==> src/cpu_defs_pkg.sv <==
package cpu_defs_pkg;

    // machine widths
    localparam int reg_w       = 32;  // data word
    localparam int dreg_w      = 64;  // {hi,lo}, products, divider result
    localparam int reg_addr_w  = 5;   // destination register address
    localparam int inst_addr_w = 32;  // link address
    localparam int alusel_w    = 3;

    // result class picks which unit drives alu_res
    localparam logic [alusel_w-1:0] res_nop         = 3'd0;
    localparam logic [alusel_w-1:0] res_logic       = 3'd1;
    localparam logic [alusel_w-1:0] res_shift       = 3'd2;
    localparam logic [alusel_w-1:0] res_move        = 3'd3;
    localparam logic [alusel_w-1:0] res_arith       = 3'd4;
    localparam logic [alusel_w-1:0] res_jump_branch = 3'd5;  // link address
    localparam logic [alusel_w-1:0] res_load_store  = 3'd6;  // effective address

endpackage

==> src/hilo_reg.sv <==
`timescale 1ns/10ps

module hilo_reg (
    input  logic                           clk,
    input  logic                           rst_i,
    input  logic                           hi_we_i,
    input  logic                           lo_we_i,
    input  logic [cpu_defs_pkg::reg_w-1:0] hi_i,
    input  logic [cpu_defs_pkg::reg_w-1:0] lo_i,
    output logic [cpu_defs_pkg::reg_w-1:0] hi_o,
    output logic [cpu_defs_pkg::reg_w-1:0] lo_o
);

    always_ff @(posedge clk) begin
        if (rst_i) begin
            hi_o <= '0;
            lo_o <= '0;
        end else begin
            if (hi_we_i) hi_o <= hi_i;
            if (lo_we_i) lo_o <= lo_i;  // independent of hi
        end
    end

endmodule

==> config.mk <==
export PLATFORM = sky130hd
export DESIGN_NAME = hilo_reg
export DESIGN_NICKNAME = d
export VERILOG_FILES = /design/src/cpu_defs_pkg.sv /design/src/hilo_reg.sv
export SDC_FILE = /design/constraint.sdc
export NUM_CORES = 1
export LEC_CHECK = 0
export BUFFER_PORTS_ARGS = -buffer_cell sky130_fd_sc_hd__buf_2
export CAP_MARGIN = 20
export CORE_ASPECT_RATIO = 0.6
export CORE_MARGIN = 8
export CORE_UTILIZATION = 30
export DETAILED_ROUTE_END_ITERATION = 8
export GPL_ROUTABILITY_DRIVEN = 0
export PLACE_DENSITY_LB_ADDON = 0.1
export RECOVER_POWER = 50
export SETUP_SLACK_MARGIN = 0.5
export SYNTH_ARGS = -nofsm -noshare
export SYNTH_HDL_FRONTEND = slang
export SYNTH_SLANG_ARGS = --single-unit
==> constraint.sdc <==
create_clock -name clk -period 0.8 [get_ports clk]
set_input_delay 0.04 -clock clk [delete_from_list [all_inputs] [get_ports clk]]
set_output_delay 0.04 -clock clk [all_outputs]
set_load 0.02 [all_outputs]
==> flow_metrics.tcl <==
set metrics [dict create \
    crit_fanout 2 \
    critical_path.cell_chain "buf_6" \
    cap_violations 0 \
    synth_top_flop_cell "dfxtp_1" \
    track_usage 0.1189 \
    dieArea_mm2 0.01097 \
    synth_top_area_share 0.5476 \
    hp-class "in -> reg" \
    period_minus_slack_ns 0.8309 \
    portBuffers 131 \
    route.detailed.drc 0 \
    yosys-top-cells-area "dfxtp_1 (55%), mux2i_1 (27%), nor2_1 (10%), buf_12 (5.1%), buf_2 (1.3%)" \
    seq_area_mm2 0.001340 \
    antennaDiodeCount 0 \
    cp.arrival_ns 0.79 \
    p_per_area_mw_per_mm2 2219 \
    ir_drop_mv 1.289 \
    multi_input_area_um2 880.8 \
    grt_max_degree 33 \
    dp_slack_ns 0.03294 \
    routed_wl_um 6302 \
    boundaryPins 132 \
    start_kind "flip-flop" \
    worst-path-buf-inv 1 \
    overflow 0 \
    drive_above_1_share 0.5768 \
    rows 25 \
    antenna_found_initial 0 \
    skew_ns 0 \
    drv_slew 0 \
    syn_avg_cell_area_um2 11.30 \
    finalCritPeriodShare 1.039 \
    crit_type "reg -> out" \
    synth_edf_count 0 \
    async_flop_share 0 \
    cp_data_required_time_ns 0.76 \
    yosys.area.top_type "dfxtp_1" \
    syn_to_final_growth_pct 63.16 \
    setup_viol 50 \
    cts_buffer_depth 2 \
    drtIter0Drc 53 \
    ys.warnings.count 0 \
    vias 1883 \
    finish.utilization 0.4941 \
    start_util 0.3028 \
    power_w 0.008469 \
    synth_cell_types 7 \
    violations "hold timing, setup timing" \
    wl_per_cell_um 13.91 \
    slew_headroom 0.8960 \
    synth_cells 207 \
    hold_slack_ns -0.04936 \
    seq_area_frac_synth 0.5476 \
    clkSlewWorstSetupHoldPaths_ns 0.05 \
    cp_slowest_cell "dfxtp_1" \
    worst_pin_slew_ns 0.1517 \
    synth-seq-cells 64 \
    cts_max_level 3 \
    setup_slack_ns -0.03091 \
    ant_nets 0 \
    run_status "complete, but fails checks" \
    die-height_um 84.41 \
    fmax_mhz 1204 \
    synth_nets 275 \
    numCtsBuffers 9 \
    fp.dieW_um 130.0 \
    grt_pass1_wl_um 10230 \
    cts-root-buf "clkbuf_16" \
    power.leakage_nw 1.895 \
    syn_area_mm2 0.002340 \
    dp_hpwl_um 4384 \
    hold_violations 64 \
    fillCellCount 732 \
    grt_pass1_vias 2002 \
    fin_nets 408 \
    worstSetupEndpointType "output pin" \
    synthTopCellsByCount "dfxtp_1 (64), mux2i_1 (64), nor2_1 (64)" \
    worst_path_largest_cell_delay_ns 0.35 \
    critPathTopFamily "flip-flops" \
    drt-pass1-iter-count 4 \
    design.core.area_mm2 0.007726 \
    cts.sinks 64 \
    vias_per_cell 4.157 \
    rsz0062_at_grt "true" \
    clkLatencyLatePin_ns 0.32 \
    cts_tree "built" \
]
-- what timing repair did --
action / CTS / global route
setup endpoints to repair: 128 / 128
pin swaps: 0 / 7
hold endpoints to repair: 64 / 57
resized for setup: 128 / 0
setup buffers: 0 / 0
-- final timing paths --
| path | to | slack [ns] | cells past startpoint | startpoint |
|---|---|---|---|---|
| worst max-delay path | hi_o[17] | -0.03 | 1 | hi_o[17]$_SDFFE_PP0P_ |
| worst min-delay path | lo_o[21]$_SDFFE_PP0P_ | -0.05 | 3 | lo_i[21] |
| worst max register to register | lo_o[12]$_SDFFE_PP0P_ | 0.17 | 2 | lo_o[12]$_SDFFE_PP0P_ |
| worst min register to register | lo_o[16]$_SDFFE_PP0P_ | 0.49 | 2 | lo_o[16]$_SDFFE_PP0P_ |
-- power by group --
group | internal (W) | switching, W
registers | 0.00342 | 0.000134
logic | 0.000698 | 0.000604
clock network | 0.00233 | 0.00129
total | 0.00644 | 0.00203
-- kinds of logic after synthesis --
kind of cell | count (synthesis) | share of synthesized area
mux | 64 | 0.2738
simple gates | 64 | 0.1027
flops | 64 | 0.5476
buf+inv | 15 | 0.07594
-- stage by stage --
| step | instances | setup TNS [ns] | hold WS, ns | area, um^2 |
|---|---|---|---|---|
| CTS | 453 | -1.499 | -0.06300 | 3839 |
| floorplan | 207 | 0 | 0.1871 | 2427 |
| detailed placement | 437 | 0 | 0.2799 | 3153 |
| global route | 453 | -3.076 | -0.05628 | 3817 |
| global placement | 437 | 0 | 0.2711 | 3153 |
| finish | 453 | -0.6656 | -0.04936 | 3817 |
-- layout by cell type, fill, tap and decap left out, drive strengths merged --
cell / instances
dfxtp: 64
clkinv: 3
mux2i: 64
buf: 137
clkbuf: 13
nor2: 64
-- layer usage --
metal / wire (um) / global-route usage / vias up
met2: 2883 / 0.1826 / 75
met1: 2553 / 0.1274 / 855
li1: - / - / 946
met3: 810 / 0.08539 / 7
met5: 0 / 0 / -
met4: 55 / 0.03459 / 0
-- final cells by class --
class	count	share of cell area
clock buffers	13	0.07080
clock inverters	3	0.003933
flip-flops and latches	64	0.3510
repair buffers	137	0.3081
multi-input cells	128	0.2307
well taps	108	0.03540
-- worst reg2reg max path, cell delays in order, from the launching register on --
cell and delay [ns]:
dfxtp_2 0.33, mux2i_1 0.15, nor2_1 0.05
-- sequential cells by signal (all words and copies together) (netlist names) --
register and flops:
hi_o 32, lo_o 32
Power figures use the tool's default switching activity.
