### src/cpu_defs_pkg.sv
package cpu_defs_pkg;

    // machine widths
    localparam int reg_w       = 32;  // data word
    localparam int dreg_w      = 64;  // {hi,lo}, products, divider result
    localparam int reg_addr_w  = 5;   // destination register address
    localparam int inst_addr_w = 32;  // link address
    localparam int alusel_w    = 3;

    // result class picks which unit drives alu_res
    localparam logic [alusel_w-1:0] res_nop         = 3'd0;
    localparam logic [alusel_w-1:0] res_logic       = 3'd1;
    localparam logic [alusel_w-1:0] res_shift       = 3'd2;
    localparam logic [alusel_w-1:0] res_move        = 3'd3;
    localparam logic [alusel_w-1:0] res_arith       = 3'd4;
    localparam logic [alusel_w-1:0] res_jump_branch = 3'd5;  // link address
    localparam logic [alusel_w-1:0] res_load_store  = 3'd6;  // effective address

endpackage

### src/alu_op_pkg.sv
package alu_op_pkg;

    localparam int aluop_w = 8;

    // logic
    localparam logic [aluop_w-1:0] op_nop   = 8'h00;
    localparam logic [aluop_w-1:0] op_or    = 8'h01;
    localparam logic [aluop_w-1:0] op_and   = 8'h02;
    localparam logic [aluop_w-1:0] op_xor   = 8'h03;
    localparam logic [aluop_w-1:0] op_nor   = 8'h04;
    // shift
    localparam logic [aluop_w-1:0] op_sll   = 8'h10;
    localparam logic [aluop_w-1:0] op_srl   = 8'h11;
    localparam logic [aluop_w-1:0] op_sra   = 8'h12;
    // move
    localparam logic [aluop_w-1:0] op_movn  = 8'h20;
    localparam logic [aluop_w-1:0] op_movz  = 8'h21;
    localparam logic [aluop_w-1:0] op_mfhi  = 8'h22;
    localparam logic [aluop_w-1:0] op_mflo  = 8'h23;
    localparam logic [aluop_w-1:0] op_mthi  = 8'h24;
    localparam logic [aluop_w-1:0] op_mtlo  = 8'h25;
    // arithmetic
    localparam logic [aluop_w-1:0] op_add   = 8'h30;
    localparam logic [aluop_w-1:0] op_addu  = 8'h31;
    localparam logic [aluop_w-1:0] op_sub   = 8'h32;
    localparam logic [aluop_w-1:0] op_subu  = 8'h33;
    localparam logic [aluop_w-1:0] op_slt   = 8'h34;
    localparam logic [aluop_w-1:0] op_sltu  = 8'h35;
    localparam logic [aluop_w-1:0] op_clz   = 8'h36;
    localparam logic [aluop_w-1:0] op_clo   = 8'h37;
    localparam logic [aluop_w-1:0] op_mul   = 8'h38;
    // products into hi/lo
    localparam logic [aluop_w-1:0] op_mult  = 8'h40;
    localparam logic [aluop_w-1:0] op_multu = 8'h41;
    localparam logic [aluop_w-1:0] op_madd  = 8'h42;
    localparam logic [aluop_w-1:0] op_maddu = 8'h43;
    localparam logic [aluop_w-1:0] op_msub  = 8'h44;
    localparam logic [aluop_w-1:0] op_msubu = 8'h45;
    localparam logic [aluop_w-1:0] op_div   = 8'h46;
    localparam logic [aluop_w-1:0] op_divu  = 8'h47;
    // load/store
    localparam logic [aluop_w-1:0] op_lw    = 8'h50;
    localparam logic [aluop_w-1:0] op_sw    = 8'h51;

endpackage

### src/ex_mem.sv
`timescale 1ns/10ps

module ex_mem (
    input  logic                                clk,
    input  logic                                rst_i,
    input  logic                                stall_i,
    input  logic [cpu_defs_pkg::reg_addr_w-1:0] waddr_i,
    input  logic                                reg_we_i,
    input  logic [cpu_defs_pkg::reg_w-1:0]      alu_res_i,
    input  logic [alu_op_pkg::aluop_w-1:0]      aluop_i,
    input  logic [cpu_defs_pkg::reg_w-1:0]      reg2_data_i,
    input  logic [1:0]                          cnt_i,
    input  logic [cpu_defs_pkg::dreg_w-1:0]     hilo_temp_i,
    output logic [cpu_defs_pkg::reg_addr_w-1:0] waddr_o,
    output logic                                reg_we_o,
    output logic [cpu_defs_pkg::reg_w-1:0]      alu_res_o,
    output logic [alu_op_pkg::aluop_w-1:0]      aluop_o,
    output logic [cpu_defs_pkg::reg_w-1:0]      reg2_data_o,
    output logic [1:0]                          cnt_o,
    output logic [cpu_defs_pkg::dreg_w-1:0]     hilo_temp_o
);

    always_ff @(posedge clk) begin
        if (rst_i) begin
            waddr_o     <= '0;
            reg_we_o    <= 1'b0;
            alu_res_o   <= '0;
            aluop_o     <= alu_op_pkg::op_nop;
            reg2_data_o <= '0;
            cnt_o       <= 2'd0;
            hilo_temp_o <= '0;
        end else begin
            cnt_o       <= cnt_i;        // advances even while stalled
            hilo_temp_o <= hilo_temp_i;
            if (stall_i) begin
                reg_we_o <= 1'b0;        // bubble, data held
            end else begin
                waddr_o     <= waddr_i;
                reg_we_o    <= reg_we_i;
                alu_res_o   <= alu_res_i;
                aluop_o     <= aluop_i;
                reg2_data_o <= reg2_data_i;
            end
        end
    end

endmodule

### config.mk
export PLATFORM = sky130hd
export DESIGN_NAME = ex_mem
export DESIGN_NICKNAME = d
export VERILOG_FILES = /design/src/cpu_defs_pkg.sv /design/src/alu_op_pkg.sv /design/src/ex_mem.sv
export SDC_FILE = /design/constraint.sdc
export NUM_CORES = 1
export LEC_CHECK = 0
export BUFFER_PORTS_ARGS = -buffer_cell sky130_fd_sc_hd__buf_2
export CORE_MARGIN = 3
export CORE_UTILIZATION = 38
export CTS_CLUSTER_SIZE = 12
export DETAILED_ROUTE_END_ITERATION = 7
export HOLD_SLACK_MARGIN = 0.06
export PLACE_DENSITY = 0.76
export SLEW_MARGIN = 20
export SYNTH_ARGS = -nofsm -noshare
export SYNTH_HDL_FRONTEND = slang
export SYNTH_SLANG_ARGS = --single-unit
### constraint.sdc
create_clock -name clk -period 0.9 [get_ports clk]
set_input_delay 0.09 -clock clk [delete_from_list [all_inputs] [get_ports clk]]
set_output_delay 0.09 -clock clk [all_outputs]
set_load 0.02 [all_outputs]
==> run_results.csv <==
group,metric,value,unit
power_and_ir_drop,p_switching,4.02,mW
critical_path,worstPathCellList,"buf_6",
synth,syn_nets,537,
worst_hold_path,hold_end,"waddr_o[3]",
timing,maxClockFrequency,1020,MHz
power_and_ir_drop,irDropWorstVdd,1420,uV
status,violations,"setup timing",
timing,fin_crit,982,ps
timing,tns,-6240,ps
clocking,cts-buffers-inserted,17,
timing,holdWs,118,ps
floorplanning,initial_utilization,39.3,%
flow_run,cap_viol_max_count,0,
clocking,ctsHtreeMaxLevel,4,
placed_design,io_buffers,290,
clocking,clock-sinks,144,
critical_path,worst_path_max_delay_cell,"dfxtp_2",
timing,tightest_slew,297,ps
detailed_routing,drt_iter0_markers,224,
floorplanning,ioPinCount,291,
power_and_ir_drop,swShare,23.7,%
critical_path,path_delay_family,"flip-flops",
power_and_ir_drop,power.density,1820,nW/um^2
synth,synthAdderAreaFrac,0,%
synth,synth-simple-area-share,15.7,%
synth,ys_seq_elements,144,
detailed_routing,wl_per_cell,18.3,um
synth,ys_warn_count,0,
final_layout,final_nets,991,
clocking,path_clk_slew,60,ps
placed_design,place_inst,804,
detailed_routing,vias_per_cell,4.66,
critical_path,r2r_slack,0,ps
critical_path,crit_buf_inv,1,
critical_path,cp-start-kind,"register",
synth,ys_types,9,
critical_path,cp.arrival,890,ps
final_layout,final_common_cell,"dlygate4sd3_1",
final_layout,final_cells,1005,
synth,syn_area,4520,sq um
detailed_routing,first_pass_iters,4,
status,outcome,"finished, violations left",
critical_path,crit_fanout,2,
clocking,clk_latency,400,ps
grt,antenna_found_initial,3,
worst_hold_path,whs_path_depth,3,
grt,grt_max_degree,69,
synth,seq_area_frac_synth,63.7,%
worst_hold_path,min_path_type,"input port to register",
placed_design,dpl.hpwl,8.53,mm
final_layout,final_layout_size_suffix_gt1_share,56.5,%
critical_path,critPathCaptureType,"output pin",
timing,slew_viol_final,0,
critical_path,worstSetupPathType,"register to output pin",
floorplanning,coreArea,11500,sq um
power_and_ir_drop,seqPwrFrac,41.6,%
grt,track_usage,26.7,%
clocking,cts_tree,"built",
power_and_ir_drop,p_clk_share,41.2,%
detailed_routing,drcViolationCount,0,
floorplanning,die-height,115,um
detailed_routing,ant_nets,0,
synth,synth_cells,390,
timing,setup_viol,144,
floorplanning,dieArea,13200,sq um
critical_path,r2r_start,"reg2_data_o[0]",
timing,worst_slack,-81.7,ps
floorplanning,row_count,39,
clocking,root_buffer,"clkbuf_16",
critical_path,max_stage_delay,360,ps
final_layout,area_growth_syn_to_layout,107,%
timing,hold_viol,0,
placed_design,gp_congestion,0.783,
clocking,clock_path_buffers,2,
power_and_ir_drop,combinationalPowerShare,17.2,%
critical_path,crit_path_start,"aluop_o[5]",
synth,synth_top_family_by_area,"multiplexers",
timing,rsz0062_at_grt,"true",
detailed_routing,vias,4686,
synth,synth_compound_area_share,0,%
critical_path,required,810,ps
final_layout,final_cell_mix,"145 x dlygate4sd3_1, 144 x dfxtp_2, 144 x buf_2, 144 x buf_6",
synth,muxShareOfSynthArea,17.0,%
synth,syn_area_per_cell,11.6,sq um
power_and_ir_drop,leakage,4.48,nW
timing,period_share,109,%
placed_design,post-place-ws,-34.0,ps
floorplanning,die_w,115,um
synth,synthXorXnorAreaFrac,0,%
timing,slew_headroom,80.2,%
grt,grt_overflow,0,
power_and_ir_drop,intPower,13.0,mW
critical_path,worst_r2r_endpoint,"reg2_data_o[0]",
grt,grt_pass1_wl,26.7,mm
detailed_routing,routed_wl,18.4,mm
grt,grt_pass1_vias,5130,
worst_hold_path,min_from,"rst_i",
critical_path,worst-r2r-cell-count,4,
timing,finClkSkew,0,ps
[sequential cells by signal, indices dropped and copies added (netlist names)]
name	count
hilo_temp_o	64
reg2_data_o	32
waddr_o	5
aluop_o	8
reg_we_o	1
cnt_o	2
alu_res_o	32
[worst register-to-register path, delay by kind of cell (launching register included)]
family	cells	cell delay [ps]
simple gates	1	50
mux	1	160
buf+inv	2	240
flops	1	330
[worst max path at each step]
stage	endpoint	slack, ps	depth (start not counted)
detailed placement	alu_res_o[18]	-30	4
CTS	alu_res_o[25]	-80	1
finish	aluop_o[5]	-80	1
global placement	reg2_data_o[7]	20	4
global route	aluop_o[5]	-110	1
floorplan	alu_res_o[14]	70	5
[layer usage]
layer  wire [um]  vias up  global-route usage (%)
li1            -     2167                       -
met1        5990     2179                    24.6
met2        9910      262                    49.0
met3        1440       78                    10.1
met4        1050        0                    16.9
met5           0        -                       0
[synthesized netlist by cell type, drive strengths merged]
master / count / share of area, %
nor2b: 66 / 9.1
clkbuf: 8 / 0.66
nor3b: 1 / 0.17
nor2: 77 / 6.4
mux2i: 77 / 17
dfxtp: 144 / 64
buf: 17 / 2.9
[through the flow]
| stage | utilization, % | instance area [sq um] | total power, mW |
|---|---|---|---|
| floorplan | - | 4520 | 8.04 |
| global placement | 52.9 | 6090 | 8.77 |
| detailed placement | 52.9 | 6090 | 8.82 |
| CTS | 80.4 | 9260 | 16.8 |
| global route | 81.3 | 9360 | 17.5 |
| finish | 81.3 | 9370 | 17.0 |
[cell type report]
type                       count  area (sq um)
sequential                   144          3060
antenna                        5          12.5
timing repair buffer         460          4050
multi-input combinational    221          1480
clock inverter                 6           105
fill                         547          2150
tap                          143           179
clock buffer                  26           479
[repair_timing]
action                                  in CTS  in global routing
endpoints found under the setup margin     144                144
gates resized for setup                    432                  0
setup buffers                                7                 12
hold endpoints to repair                   144                  0
hold buffers                               145                  0
cloned                                       0                  0
[kinds of logic after synthesis]
logic type             after synthesis
muxes                               77
buffers and inverters               25
DFF                                144
and+or+nand+nor                    144
[power by group through the flow]
stage | sequential (mW) | clock, mW | combinational, mW
finish | 7.07 | 7.00 | 2.93
global route | 7.10 | 7.35 | 3.08
CTS | 7.04 | 7.05 | 2.74
detailed placement | 7.01 | 0 | 1.81
global placement | 7.00 | 0 | 1.77
floorplan | 7.47 | 0 | 0.574
(Power assumes the default switching activity.)
