File: src/cpu_defs_pkg.sv
package cpu_defs_pkg;

    // machine widths
    localparam int reg_w       = 32;  // data word
    localparam int dreg_w      = 64;  // {hi,lo}, products, divider result
    localparam int reg_addr_w  = 5;   // destination register address
    localparam int inst_addr_w = 32;  // link address
    localparam int alusel_w    = 3;

    // result class picks which unit drives alu_res
    localparam logic [alusel_w-1:0] res_nop         = 3'd0;
    localparam logic [alusel_w-1:0] res_logic       = 3'd1;
    localparam logic [alusel_w-1:0] res_shift       = 3'd2;
    localparam logic [alusel_w-1:0] res_move        = 3'd3;
    localparam logic [alusel_w-1:0] res_arith       = 3'd4;
    localparam logic [alusel_w-1:0] res_jump_branch = 3'd5;  // link address
    localparam logic [alusel_w-1:0] res_load_store  = 3'd6;  // effective address

endpackage

File: src/div.sv
`timescale 1ns/10ps

module div (
    input  logic                              clk,
    input  logic                              rst_i,
    input  logic                              signed_i,
    input  logic [cpu_defs_pkg::reg_w-1:0]    op1_i,     // dividend
    input  logic [cpu_defs_pkg::reg_w-1:0]    op2_i,     // divisor
    input  logic                              start_i,
    output logic [cpu_defs_pkg::dreg_w-1:0]   result_o,  // {remainder, quotient}
    output logic                              ready_o
);
    localparam int w = cpu_defs_pkg::reg_w;

    typedef enum logic [1:0] {st_idle, st_run, st_done} state_t;

    state_t       state_q;
    logic [4:0]   step_q;
    logic [w-1:0] quo_q;      // dividend shifts out, quotient shifts in
    logic [w-1:0] rem_q;
    logic [w-1:0] den_q;
    logic         neg_quo_q;
    logic         neg_rem_q;
    logic [w:0]   trial;
    logic [w:0]   delta;
    logic [w-1:0] quo_next;
    logic [w-1:0] rem_next;
    logic [w-1:0] mag1;
    logic [w-1:0] mag2;

    assign mag1    = (signed_i && op1_i[w-1]) ? -op1_i : op1_i;
    assign mag2    = (signed_i && op2_i[w-1]) ? -op2_i : op2_i;
    assign ready_o = state_q == st_done;

    // one restoring step
    always_comb begin
        trial = {rem_q, quo_q[w-1]};
        delta = trial - {1'b0, den_q};
        if (delta[w]) begin  // negative, keep partial remainder
            rem_next = trial[w-1:0];
            quo_next = {quo_q[w-2:0], 1'b0};
        end else begin
            rem_next = delta[w-1:0];
            quo_next = {quo_q[w-2:0], 1'b1};
        end
    end

    always_ff @(posedge clk) begin
        if (rst_i) begin
            state_q <= st_idle;
            step_q  <= '0;
        end else begin
            case (state_q)
                st_idle: begin
                    step_q <= '0;
                    if (start_i) state_q <= (op2_i == '0) ? st_done : st_run;
                end
                st_run: begin
                    step_q <= step_q + 5'd1;
                    if (!start_i) state_q <= st_idle;  // abandoned
                    else if (step_q == 5'd31) state_q <= st_done;
                end
                default: state_q <= st_idle;  // ready lasts one cycle
            endcase
        end
    end

    always_ff @(posedge clk) begin
        if (state_q == st_idle && start_i) begin
            quo_q     <= mag1;
            den_q     <= mag2;
            rem_q     <= '0;
            neg_quo_q <= signed_i && (op1_i[w-1] ^ op2_i[w-1]);
            neg_rem_q <= signed_i && op1_i[w-1];  // remainder follows dividend
            result_o  <= '0;                      // stays zero for a zero divisor
        end else if (state_q == st_run) begin
            quo_q <= quo_next;
            rem_q <= rem_next;
            if (step_q == 5'd31) begin
                result_o <= {neg_rem_q ? -rem_next : rem_next,
                             neg_quo_q ? -quo_next : quo_next};
            end
        end
    end

endmodule

File: config.mk
export PLATFORM = sky130hd
export DESIGN_NAME = div
export DESIGN_NICKNAME = d
export VERILOG_FILES = /design/src/cpu_defs_pkg.sv /design/src/div.sv
export SDC_FILE = /design/constraint.sdc
export NUM_CORES = 1
export LEC_CHECK = 0
export ABC_AREA = 1
export BUFFER_PORTS_ARGS = -buffer_cell sky130_fd_sc_hd__buf_4
export CAP_MARGIN = 25
export CORE_MARGIN = 3
export CORE_UTILIZATION = 45
export CTS_CLUSTER_SIZE = 25
export DETAILED_ROUTE_END_ITERATION = 16
export PLACE_DENSITY = 0.67
export SLEW_MARGIN = 20
export SYNTH_ARGS = -nofsm -noshare
export SYNTH_HDL_FRONTEND = slang
export SYNTH_SLANG_ARGS = --single-unit
export TNS_END_PERCENT = 1
File: constraint.sdc
create_clock -name clk -period 7.03 [get_ports clk]
set_clock_uncertainty 0.05 [all_clocks]
set_input_delay 0.703 -clock clk [delete_from_list [all_inputs] [get_ports clk]]
set_output_delay 0.703 -clock clk [all_outputs]
set_load 0.02 [all_outputs]
==> insert_results.sql, run 1 <==
INSERT INTO impl_metrics (metric_group, metric, value, unit) VALUES
('critical_path', 'critPathMaxFanout', '43', ''),
('logic_synthesis', 'ys_ff_latch', '169', ''),
('global_routing', 'gr-usage-met1', '32.9', '%'),
('floorplan', 'design.core.area', '0.0272', 'mm^2'),
('routing', 'wl_per_cell', '15.6', 'um'),
('sta', 'rsz0062_at_grt', 'false', ''),
('layout', 'layout.cells.non_filler', '2404', ''),
('clock_tree', 'cts_buffers', '17', ''),
('critical_path', 'cp-start-kind', 'flip-flop', ''),
('logic_synthesis', 'synthesis.area', '0.0126', 'mm^2'),
('hold_path', 'holdCritPathClass', 'primary input to flip-flop', ''),
('sta', 'timing.max_slew.rel_slack', '35.3', '%'),
('critical_path', 'timing_worst_setup_path_type', 'flip-flop to flip-flop', ''),
('sta', 'timing.fmax', '200', 'MHz'),
('clock_tree', 'max_buffers_root_to_sink', '2', ''),
('floorplan', 'initial_core_util', '46.2', '%'),
('global_routing', 'grt_antenna_before_repair', '0', ''),
('clock_tree', 'cts_resized', '0', ''),
('logic_synthesis', 'asyncSetResetFlopFracSynth', '0', '%'),
('global_routing', 'busiest_layer', 'met2', ''),
('power_and_ir_drop', 'leakagePower', '0.00743', 'uW'),
('global_routing', 'grt_pass1_wl', '60000', 'um'),
('global_routing', 'met3_resource_use_gr', '4.30', '%'),
('logic_synthesis', 'dominant_cell_by_count_in_the_synthesized_netlist', 'sky130_fd_sc_hd__nand2_1', ''),
('layout', 'synthToLayoutAreaGrowth', '14.7', '%'),
('logic_synthesis', 'synthFlopType', 'sky130_fd_sc_hd__dfxtp_1', ''),
('critical_path', 'slowest_delay', '0.40', 'ns'),
('placed_design', 'dp.cells', '2372', ''),
('clock_tree', 'clk-insertion-delay-late', '0.44', 'ns'),
('routing', 'route.vias.total', '12415', ''),
('sta', 'setup_viol_count_final', '0', ''),
('logic_synthesis', 'synth_enable_flop_cells', '66', ''),
('clock_tree', 'cts_root_buffer', 'sky130_fd_sc_hd__clkbuf_16', ''),
('critical_path', 'worst_path_max_delay_cell', 'sky130_fd_sc_hd__edfxtp_1', ''),
('global_routing', 'grt_start_max_net_pins', '102', ''),
('status', 'run_status', 'complete, no violations', ''),
('global_routing', 'track_usage', '24.7', '%'),
('logic_synthesis', 'syn-mean-instance-area', '6.56', 'um^2'),
('global_routing', 'first_global_vias', '11699', ''),
('layout', 'seq_area', '0.00404', 'mm^2'),
('clock_tree', 'clkSinkCount', '169', ''),
('critical_path', 'cp-end-kind', 'flip-flop', ''),
('layout', 'layout.core_utilization', '53.0', '%'),
('placed_design', 'detailed_placer_s_ending_hpwl', '29400', 'um'),
('sta', 'setup_ws_final', '2.03', 'ns'),
('power_and_ir_drop', 'maximum_vdd_ir_drop', '0.269', 'mV'),
('sta', 'worst_pin_slew', '0.971', 'ns'),
('global_routing', 'gr-total-overflow', '0', ''),
('logic_synthesis', 'synthTopCellsByCount', '571 x sky130_fd_sc_hd__nand2_1, 316 x sky130_fd_sc_hd__inv_1, 171 x sky130_fd_sc_hd__nor2_1', ''),
('floorplan', 'die_h', '173', 'um'),
('logic_synthesis', 'synth.yosys.seq_area_share', '32.2', '%'),
('critical_path', 'cp.arrival', '5.34', 'ns'),
('clock_tree', 'clock_tree_from_tritoncts', 'built', ''),
('global_routing', 'groute.layer.met2.usage', '41.4', '%'),
('layout', 'drive_gt1_share', '11.9', '%'),
('sta', 'finalCriticalPeriod', '5.00', 'ns'),
('floorplan', 'dieArea', '0.0299', 'mm^2'),
('sta', 'worst_hold_slack', '0.393', 'ns'),
('logic_synthesis', 'synth.top_cells.by_area', 'sky130_fd_sc_hd__nand2_1 17%, sky130_fd_sc_hd__dfxtp_1 16%, sky130_fd_sc_hd__edfxtp_1 16%, sky130_fd_sc_hd__inv_1 9.4%, sky130_fd_sc_hd__nor2_1 5.1%', ''),
('sta', 'maxSlewViolCount', '0', ''),
('clock_tree', 'h-tree-depth', '4', ''),
('routing', 'detail-route-antenna-nets', '0', ''),
('layout', 'layout.filler_cells', '2771', ''),
('sta', 'final_hold_vio_count', '0', ''),
('routing', 'drtPass1Iterations', '5', ''),
('floorplan', 'die_x', '173', 'um'),
('layout', 'nets', '2126', ''),
('routing', 'drt_drc_violations_left', '0', ''),
('placed_design', 'dp_slack', '2.13', 'ns'),
('critical_path', 'crit_path_frequent_cell', 'sky130_fd_sc_hd__inv_1', ''),
('power_and_ir_drop', 'power.density_cell_area', '407', 'mW/mm^2');
-- state kept, by name, summed over array words and instances (netlist names) --
register   count
den_q         32
neg_quo_q      1
neg_rem_q      1
quo_q         32
rem_q         32
result_o      64
state_q        2
step_q         5
-- cell type report --
type | instances | share of cell area [%]
inverters | 328 | 8.56
clock inverters | 14 | 0.912
flip-flops and latches | 169 | 28.1
clock buffers | 18 | 2.98
well taps | 372 | 3.23
multi-input cells | 1363 | 48.9
repair buffers | 140 | 7.35
-- per-stage QoR --
step	total power [uW]	cell area [um^2]
after CTS	5820	14400
final	5860	14400
after global routing	6400	14400
after global placement	4870	13800
after floorplan	4020	12600
after detailed placement	4880	13800
-- worst max-delay path, delay by kind of cell (launching register included) --
family	cells	cell delay (ns)
flip-flops	1	0.40
buffers and inverters	5	0.38
AND/OR/NAND/NOR	15	2.10
adder cells (fa/ha/maj)	3	0.84
AO/OA/AOI/OAI	8	1.17
-- logic make-up (layout without fill, tap and decap cells) --
group           count (synthesis)  count (layout)  synth area share [%]
flops                         169             169                  32.2
fa+ha+maj                      39              39                  3.95
buf+inv                       381             500                  11.9
xor+xnor                       90              90                  6.28
compound gates                267             267                  12.7
simple gates                  967             967                  32.9
-- layout by cell type (no fill, tap or decap), drive strengths merged, types with 2 or more instances in the layout --
master	instances
xor2	62
or2	11
ha	38
a41oi	2
nor2	182
nand3b	10
o211ai	14
a31oi	5
clkinvlp	2
nand4	16
inv	333
nor3	39
nor4	9
o21ai	118
o221ai	15
edfxtp	66
nor3b	5
o31ai	3
clkinv	7
a21oi	59
nand3	102
clkbuf	18
xnor2	28
o21bai	17
buf	140
a21o	2
nand2	592
dfxtp	103
o22ai	27
-- power breakdown --
group | internal (uW) | total [uW] | switching [uW]
logic | 1120 | 3690 | 2570
clock network | 470 | 926 | 457
registers | 1140 | 1250 | 106
total | 2720 | 5860 | 3140
-- worst paths after layout --
kind         cells after the start                        end                   start
max                             31  result_o[28]$_SDFFE_PP0P_     quo_q[31]$_DFFE_PP_
min                              2     step_q[4]$_SDFFE_PP0P_                   rst_i
max reg2reg                     31  result_o[28]$_SDFFE_PP0P_     quo_q[31]$_DFFE_PP_
min reg2reg                      2     step_q[4]$_SDFFE_PP0P_  step_q[4]$_SDFFE_PP0P_
-- metal layers --
layer | vias up | routed length (um)
li1 | 6320 | -
met1 | 5656 | 16900
met2 | 394 | 17300
met3 | 45 | 2400
met4 | 0 | 758
met5 | - | 0
Note: power is estimated with default switching activity, not from simulation.
==> run 2: changes to the inputs <==
Settings changed: ABC_AREA 1 to 0.
Clock period 7.03 ns to 4.61 ns, I/O delays scaled along.
==> run 2 against run 1 <==
Compared with the run above: non-clock buffer count is 40 higher; utilization is 2.2 points higher; highest routed layer unchanged; area after synthesis is 9.7% lower; cell count is 24% lower; count of clock-buffer cells in the layout stayed put; largest cell class unchanged; die area is 9.4% lower; hold slack worse by 0.21 ns; register-to-register slack worse by 2.0 ns; maximum frequency is 10% higher; largest power group unchanged.
==> insert_results.sql, run 2 <==
INSERT INTO impl_metrics (metric_group, metric, value, unit) VALUES
('logic_synthesis', 'yosysUniqueCellTypes', '84', ''),
('routing', 'detail-route-antenna-nets', '0', ''),
('global_routing', 'track_usage', '23.8', '%'),
('placed_design', 'detailed_placer_s_ending_hpwl', '24500', 'um'),
('layout', 'nets', '1606', ''),
('sta', 'setup_viol_count_final', '0', ''),
('routing', 'detail_route.wirelength', '32400', 'um'),
('layout', 'synthToLayoutAreaGrowth', '19.4', '%'),
('power_and_ir_drop', 'net_switching_power_figure', '3170', 'uW'),
('critical_path', 'cp-end-kind', 'flip-flop', ''),
('global_routing', 'grt_pass1_wl', '51200', 'um'),
('hold_path', 'holdCritPathClass', 'primary input to flip-flop', ''),
('logic_synthesis', 'ys_ff_latch', '169', ''),
('sta', 'worst_pin_slew', '1.01', 'ns'),
('routing', 'drtPass1Iterations', '5', ''),
('power_and_ir_drop', 'proportion_of_power_drawn_by_the_clock_network', '20.8', '%'),
('layout', 'registers.top_by_ff_count', 'result_o', ''),
('placed_design', 'dp_slack', '0.0319', 'ns'),
('clock_tree', 'cts_hold_repair.buffers', '0', ''),
('layout', 'highest_count_cells_in_the_layout_ignoring_fill_and_taps', '179 x sky130_fd_sc_hd__nand2_1, 178 x sky130_fd_sc_hd__buf_4, 126 x sky130_fd_sc_hd__o21ai_0', ''),
('floorplan', 'placement_rows', '57', ''),
('floorplan', 'design.core.area', '0.0245', 'mm^2'),
('clock_tree', 'cts_root_buffer', 'sky130_fd_sc_hd__clkbuf_16', ''),
('power_and_ir_drop', 'maximum_vdd_ir_drop', '0.332', 'mV'),
('clock_tree', 'max_buffers_root_to_sink', '2', ''),
('logic_synthesis', 'synth_top_area_share', '18.2', '%'),
('power_and_ir_drop', 'leakagePower', '0.00537', 'uW'),
('sta', 'worst_hold_slack', '0.185', 'ns'),
('floorplan', 'die_h', '165', 'um'),
('critical_path', 'critPathMaxFanout', '7', ''),
('power_and_ir_drop', 'power.density_cell_area', '538', 'mW/mm^2'),
('placed_design', 'place.port_buffers', '132', ''),
('critical_path', 'critPathRequiredTime', '4.83', 'ns'),
('clock_tree', 'clk-insertion-delay-late', '0.43', 'ns'),
('floorplan', 'dieArea', '0.0271', 'mm^2'),
('global_routing', 'grt_antenna_before_repair', '0', ''),
('sta', 'finalSetupTns', '0', 'ns'),
('critical_path', 'cp-start-kind', 'flip-flop', ''),
('global_routing', 'gr-total-overflow', '0', ''),
('sta', 'timing.max_slew.rel_slack', '33.0', '%'),
('power_and_ir_drop', 'seqPwrFrac', '26.5', '%'),
('run', 'max_cap_violations', '0', ''),
('clock_tree', 'clk_transition_reported_paths', '0.07', 'ns'),
('critical_path', 'crit_path_frequent_cell', 'sky130_fd_sc_hd__ha_2', ''),
('routing', 'post_drt_via_cell_ratio', '5.68', ''),
('floorplan', 'die_x', '165', 'um'),
('placed_design', 'gp_weighted_congestion', '0.903', ''),
('logic_synthesis', 'synthFlopType', 'sky130_fd_sc_hd__dfxtp_1', ''),
('sta', 'rsz0062_at_grt', 'true', ''),
('layout', 'layout.cells.non_filler', '1836', ''),
('status', 'run_status', 'complete, no violations', ''),
('logic_synthesis', 'dominant_cell_by_count_in_the_synthesized_netlist', 'sky130_fd_sc_hd__nand2_1', ''),
('clock_tree', 'clkSinkCount', '169', ''),
('routing', 'wl_per_cell', '17.6', 'um'),
('logic_synthesis', 'syn-mean-instance-area', '8.28', 'um^2'),
('floorplan', 'initial_core_util', '46.2', '%'),
('critical_path', 'cp.arrival', '4.77', 'ns'),
('clock_tree', 'clock_tree_from_tritoncts', 'built', ''),
('power_and_ir_drop', 'power.combinational.fraction', '52.7', '%'),
('sta', 'final_hold_vio_count', '0', ''),
('sta', 'timing.final.crit_share', '98.7', '%'),
('critical_path', 'timing_worst_setup_path_type', 'flip-flop to flip-flop', ''),
('logic_synthesis', 'synthesis.area', '0.0113', 'mm^2'),
('logic_synthesis', 'synth.net_count', '1476', ''),
('layout', 'layout_commonest_cell', 'sky130_fd_sc_hd__nand2_1', ''),
('logic_synthesis', 'synth.yosys.seq_area_share', '35.7', '%'),
('floorplan', 'io_pins', '133', ''),
('placed_design', 'dp.cells', '1795', ''),
('layout', 'drive_gt1_share', '17.6', '%'),
('logic_synthesis', 'yosysWarningCount', '0', ''),
('logic_synthesis', 'synth.top_cells.by_area', 'sky130_fd_sc_hd__dfxtp_1 18%, sky130_fd_sc_hd__edfxtp_1 17%, sky130_fd_sc_hd__nand2_1 6.0%, sky130_fd_sc_hd__xor2_1 5.9%, sky130_fd_sc_hd__o21ai_0 5.6%', ''),
('clock_tree', 'h-tree-depth', '4', ''),
('routing', 'route.vias.total', '10434', ''),
('sta', 'setup_ws_final', '0.0594', 'ns'),
('sta', 'timing.fmax', '220', 'MHz'),
('routing', 'drt_drc_violations_left', '0', ''),
('critical_path', 'slowest_delay', '0.42', 'ns'),
('critical_path', 'crit_path_cell_trace', 'inv_1 -> ha_2 -> fa_2 -> nor2b_4 -> o311a_4 -> nor2_4 -> or3_4 -> a211o_1 -> o211a_4 -> inv_8 -> nor2_2 -> a21oi_2 -> ha_2 -> nand2_2 -> nor3_4 -> and3_1 -> mux2i_2 -> nand4b_1 -> buf_4 -> a211oi_2 -> mux2i_1 -> a21oi_1', ''),
('power_and_ir_drop', 'total_power', '7290', 'uW'),
('logic_synthesis', 'synthTopCellsByCount', '181 x sky130_fd_sc_hd__nand2_1, 127 x sky130_fd_sc_hd__o21ai_0, 116 x sky130_fd_sc_hd__nor2_1', ''),
('layout', 'antenna_cells_inserted', '0', ''),
('routing', '1st_iter_drt_viols', '791', ''),
('critical_path', 'worst_path_max_delay_cell', 'sky130_fd_sc_hd__fa_2', ''),
('layout', 'largest_register_ffs', '64', ''),
('power_and_ir_drop', 'intPower', '4120', 'uW'),
('logic_synthesis', 'synth_enable_flop_cells', '66', ''),
('power_and_ir_drop', 'switching_share', '43.4', '%'),
('critical_path', 'setup.reg_to_reg.worst_slack', '0.06', 'ns'),
('logic_synthesis', 'yosys.area.top_type', 'sky130_fd_sc_hd__dfxtp_1', ''),
('global_routing', 'first_global_vias', '9821', ''),
('sta', 'maxSlewViolCount', '0', ''),
('clock_tree', 'cts_buffers', '17', ''),
('logic_synthesis', 'asyncSetResetFlopFracSynth', '0', '%'),
('global_routing', 'grt_start_max_net_pins', '85', ''),
('sta', 'finalCriticalPeriod', '4.55', 'ns'),
('logic_synthesis', 'post_synth_inst_count', '1369', '');
-- run 2: cell count changes in the layout (fill, tap and decap cells not counted), moves of 24 or more --
cell / change
sky130_fd_sc_hd__nand2_1: -391
sky130_fd_sc_hd__inv_1: -265
sky130_fd_sc_hd__nand3_1: -71
sky130_fd_sc_hd__nor2_1: -56
sky130_fd_sc_hd__a21oi_1: +45
sky130_fd_sc_hd__buf_4: +39
sky130_fd_sc_hd__xnor2_1: +28
sky130_fd_sc_hd__mux2i_1: +26
sky130_fd_sc_hd__o22ai_1: -25
sky130_fd_sc_hd__a211oi_1: +24
sky130_fd_sc_hd__o21ai_0: +24
-- run 2: cells by family after synthesis --
kind of cell | synth area share [%]
XOR/XNOR | 10.3
AND/OR/NAND/NOR | 20.5
AO/OA/AOI/OAI | 20.8
buffers and inverters | 4.51
multiplexers | 3.88
adder cells (fa/ha/maj) | 4.37
flip-flops | 35.7
-- run 2: routing by layer --
metal	GRT usage (%)	share of wire [%]
met5	0	0
met4	6.06	1.7
met3	3.84	4.7
met2	39.1	48
met1	32.6	45
-- run 2: worst paths after layout --
path / startpoint / endpoint / cells past startpoint
worst min-delay path: rst_i / step_q[2]$_SDFFE_PP0P_ / 2
worst min register to register: result_o[54]$_SDFFE_PP0P_ / result_o[54]$_SDFFE_PP0P_ / 2
worst max register to register: quo_q[31]$_DFFE_PP_ / result_o[48]$_SDFFE_PP0P_ / 22
worst max-delay path: quo_q[31]$_DFFE_PP_ / result_o[48]$_SDFFE_PP0P_ / 22
-- run 2: critical path, delay by kind of cell (launching register included) --
family	cells	cell delay [ns]
AND/OR/NAND/NOR	8	1.37
AO/OA/AOI/OAI	6	1.13
adder cells (fa/ha/maj)	3	0.84
flip-flops	1	0.35
buffers and inverters	3	0.33
multiplexers	2	0.32
-- run 2: final cells by class --
cell class                      instances  area (um^2)
Tap cell                              324          405
Sequential cell                       169         4040
Clock buffer                           18          429
Inverter                               52          203
Multi-Input combinational cell       1079         6910
Timing Repair Buffer                  180         1360
Clock inverter                         14          183
Fill cell                            2254        11000
-- run 2: what timing repair did --
item | CTS | global route
buffers inserted | 0 | 9
gates resized for setup | 0 | 19
endpoints found under the hold margin | 0 | 0
endpoints found under the setup margin | 0 | 8
-- run 2: power by group through the flow --
stage / clock network (uW) / registers [uW] / logic (uW)
2_1_floorplan: 0 / 1900 / 2700
3_3_place_gp: 0 / 1950 / 3560
3_5_place_dp: 0 / 1960 / 3580
4_1_cts: 1540 / 1920 / 3600
5_1_grt: 1620 / 1950 / 4190
6_report: 1520 / 1930 / 3840
-- run 2: per-stage QoR --
stage | utilization, % | cell area (um^2)
5_1_grt | 55.2 | 13500
3_5_place_dp | 52.1 | 12800
2_1_floorplan | - | 11400
6_report | 55.2 | 13500
3_3_place_gp | 52.0 | 12800
4_1_cts | 54.6 | 13400
==> run 3: changes to the inputs <==
Settings changed: BUFFER_PORTS_ARGS -buffer_cell sky130_fd_sc_hd__buf_4 to -buffer_cell sky130_fd_sc_hd__buf_2.
==> run 3 against run 2 <==
Compared with the run above: largest power group unchanged; routed wire length grew 1.8%; largest cell class unchanged; maximum frequency grew 1.3%; total power shrank 0.52%; highest routed layer unchanged; critical path depth shrank 1; sequential power is essentially flat.
==> insert_results.sql, run 3 (synthesized netlist as in run 2, its figures left out) <==
INSERT INTO impl_metrics (metric_group, metric, value, unit) VALUES
('status', 'run_status', 'complete, no violations', ''),
('critical_path', 'critPathRequiredTime', '4.86', 'ns'),
('layout', 'antenna_cells_inserted', '0', ''),
('clock_tree', 'cts_buffers', '17', ''),
('power_and_ir_drop', 'net_switching_power_figure', '3220', 'uW'),
('sta', 'maxSlewViolCount', '0', ''),
('power_and_ir_drop', 'maximum_vdd_ir_drop', '0.321', 'mV'),
('power_and_ir_drop', 'power.combinational.fraction', '53.2', '%'),
('layout', 'layout.core_utilization', '54.1', '%'),
('sta', 'finalCriticalPeriod', '4.49', 'ns'),
('layout', 'layout_commonest_cell', 'sky130_fd_sc_hd__nand2_1', ''),
('critical_path', 'crit_path_cell_trace', 'ha_2 -> fa_2 -> nor2b_4 -> o311a_4 -> nor2_4 -> or3_4 -> a211o_1 -> o211a_4 -> inv_8 -> nor2_1 -> a21oi_2 -> ha_2 -> nand2_2 -> nor3_4 -> and3_4 -> mux2i_4 -> nand4b_1 -> buf_4 -> a211oi_2 -> mux2i_1 -> a21oi_1', ''),
('routing', 'detail_route.wirelength', '33000', 'um'),
('sta', 'timing.max_slew.rel_slack', '36.6', '%'),
('floorplan', 'die_x', '165', 'um'),
('sta', 'setup_viol_count_final', '0', ''),
('floorplan', 'dieArea', '0.0271', 'mm^2'),
('global_routing', 'gr-total-overflow', '0', ''),
('layout', 'final_area', '0.0133', 'mm^2'),
('clock_tree', 'cts_root_buffer', 'sky130_fd_sc_hd__clkbuf_16', ''),
('sta', 'rsz0062_at_grt', 'true', ''),
('layout', 'largest_register_ffs', '64', ''),
('power_and_ir_drop', 'proportion_of_power_drawn_by_the_clock_network', '20.1', '%'),
('placed_design', 'dpl-instance-area', '0.0125', 'mm^2'),
('layout', 'highest_count_cells_in_the_layout_ignoring_fill_and_taps', '179 x sky130_fd_sc_hd__nand2_1, 132 x sky130_fd_sc_hd__buf_2, 126 x sky130_fd_sc_hd__o21ai_0', ''),
('clock_tree', 'max_buffers_root_to_sink', '2', ''),
('power_and_ir_drop', 'intPower', '4030', 'uW'),
('routing', 'drtPass1Iterations', '6', ''),
('critical_path', 'crit_path_frequent_cell', 'sky130_fd_sc_hd__ha_2', ''),
('global_routing', 'grt_start_max_net_pins', '72', ''),
('critical_path', 'cp-start-kind', 'flip-flop', ''),
('routing', 'drt_drc_violations_left', '0', ''),
('placed_design', 'gp_weighted_congestion', '0.981', ''),
('sta', 'worst_pin_slew', '0.951', 'ns'),
('run', 'max_cap_violations', '0', ''),
('routing', 'post_drt_via_cell_ratio', '5.79', ''),
('clock_tree', 'cts_hold_repair.buffers', '0', ''),
('global_routing', 'grt_antenna_before_repair', '0', ''),
('critical_path', 'cp-end-kind', 'flip-flop', ''),
('layout', 'nets', '1608', ''),
('layout', 'layout.filler_cells', '2372', ''),
('global_routing', 'first_global_vias', '9805', ''),
('critical_path', 'timing_worst_setup_path_type', 'flip-flop to flip-flop', ''),
('critical_path', 'cp.arrival', '4.74', 'ns'),
('sta', 'final_hold_vio_count', '0', ''),
('sta', 'timing.final.crit_share', '97.5', '%'),
('critical_path', 'slowest_delay', '0.42', 'ns'),
('placed_design', 'place.port_buffers', '132', ''),
('routing', 'route.vias.total', '10641', ''),
('clock_tree', 'h-tree-depth', '4', ''),
('power_and_ir_drop', 'seqPwrFrac', '26.7', '%'),
('layout', 'seq_area', '0.00404', 'mm^2'),
('layout', 'drive_gt1_share', '17.8', '%'),
('floorplan', 'design.core.area', '0.0245', 'mm^2'),
('sta', 'timing.fmax', '223', 'MHz'),
('clock_tree', 'clk-insertion-delay-late', '0.43', 'ns'),
('global_routing', 'track_usage', '23.9', '%'),
('floorplan', 'initial_core_util', '46.2', '%'),
('routing', '1st_iter_drt_viols', '1001', ''),
('clock_tree', 'clk_transition_reported_paths', '0.07', 'ns'),
('critical_path', 'worst_path_max_delay_cell', 'sky130_fd_sc_hd__fa_2', ''),
('clock_tree', 'clkSinkCount', '169', ''),
('power_and_ir_drop', 'switching_share', '44.4', '%'),
('floorplan', 'io_pins', '133', ''),
('power_and_ir_drop', 'leakagePower', '0.00534', 'uW'),
('routing', 'detail-route-antenna-nets', '0', ''),
('hold_path', 'holdCritPathClass', 'primary input to flip-flop', ''),
('critical_path', 'critPathMaxFanout', '6', ''),
('placed_design', 'detailed_placer_s_ending_hpwl', '24500', 'um'),
('routing', 'wl_per_cell', '17.9', 'um'),
('layout', 'multi_input_area', '0.00694', 'mm^2'),
('floorplan', 'die_h', '165', 'um'),
('global_routing', 'grt_pass1_wl', '51100', 'um'),
('power_and_ir_drop', 'power.density_cell_area', '546', 'mW/mm^2'),
('layout', 'registers.top_by_ff_count', 'result_o', ''),
('clock_tree', 'clock_tree_from_tritoncts', 'built', ''),
('floorplan', 'placement_rows', '57', ''),
('layout', 'synthToLayoutAreaGrowth', '17.0', '%');
run 3: repair_timing:
action,CTS,global route
setup buffers,0,12
setup endpoints to repair,0,13
resized for setup,0,21
run 3: routing by layer:
| layer | vias to the layer above | global-route usage [%] | share of wire [%] |
|---|---|---|---|
| met3 | 52 | 3.39 | 5.6 |
| met4 | 0 | 8.01 | 2.7 |
| met1 | 5033 | 33.0 | 45 |
| met2 | 344 | 38.5 | 47 |
| met5 | - | 0 | 0 |
| li1 | 5212 | - | - |
run 3: power by group through the flow:
stage	sequential, uW	combinational [uW]	clock (uW)
2_1_floorplan	1900	2700	0
3_3_place_gp	1960	3520	0
3_5_place_dp	1960	3550	0
4_1_cts	1930	3570	1480
5_1_grt	1950	4210	1530
6_report	1930	3860	1460
run 3: final timing paths:
path / from / endpoint / slack (ns) / cells after the start
setup / recovery: den_q[0]$_DFFE_PP_ / result_o[48]$_SDFFE_PP0P_ / 0.12 / 21
hold / removal: rst_i / step_q[2]$_SDFFE_PP0P_ / 0.24 / 2
setup reg to reg: den_q[0]$_DFFE_PP_ / result_o[48]$_SDFFE_PP0P_ / 0.12 / 21
hold reg to reg: result_o[58]$_SDFFE_PP0P_ / result_o[58]$_SDFFE_PP0P_ / 0.40 / 2
run 3: cell type report:
cell class,instances,share of cell area (%)
clock buffers,17,3.21
clock inverters,15,1.24
inverters,52,1.53
multi-input cells,1079,52.3
flip-flops and latches,169,30.5
well taps,324,3.06
repair buffers,182,8.19
run 3: worst max-delay path, delay by kind of cell, from the launching register on:
kind / cells / cell delay, ns
AOI/OAI and AO/OA: 6 / 1.13
adders and majority gates: 3 / 0.85
buffers and inverters: 2 / 0.28
DFF: 1 / 0.40
muxes: 2 / 0.29
and+or+nand+nor: 8 / 1.37
run 3: metrics by stage:
stage                     hold WS, ns  std cells  setup TNS (ns)  worst slack [ns]  total power [uW]
after detailed placement        0.389       1794               0            0.0217              5510
after global placement          0.385       1793               0             0.109              5470
after floorplan                 0.403       1369         -0.0214           -0.0111              4600
after CTS                       0.223       1826               0           0.00796              6970
final                           0.238       1838               0             0.118              7250
after global routing            0.240       1838          -0.312            -0.136              7700
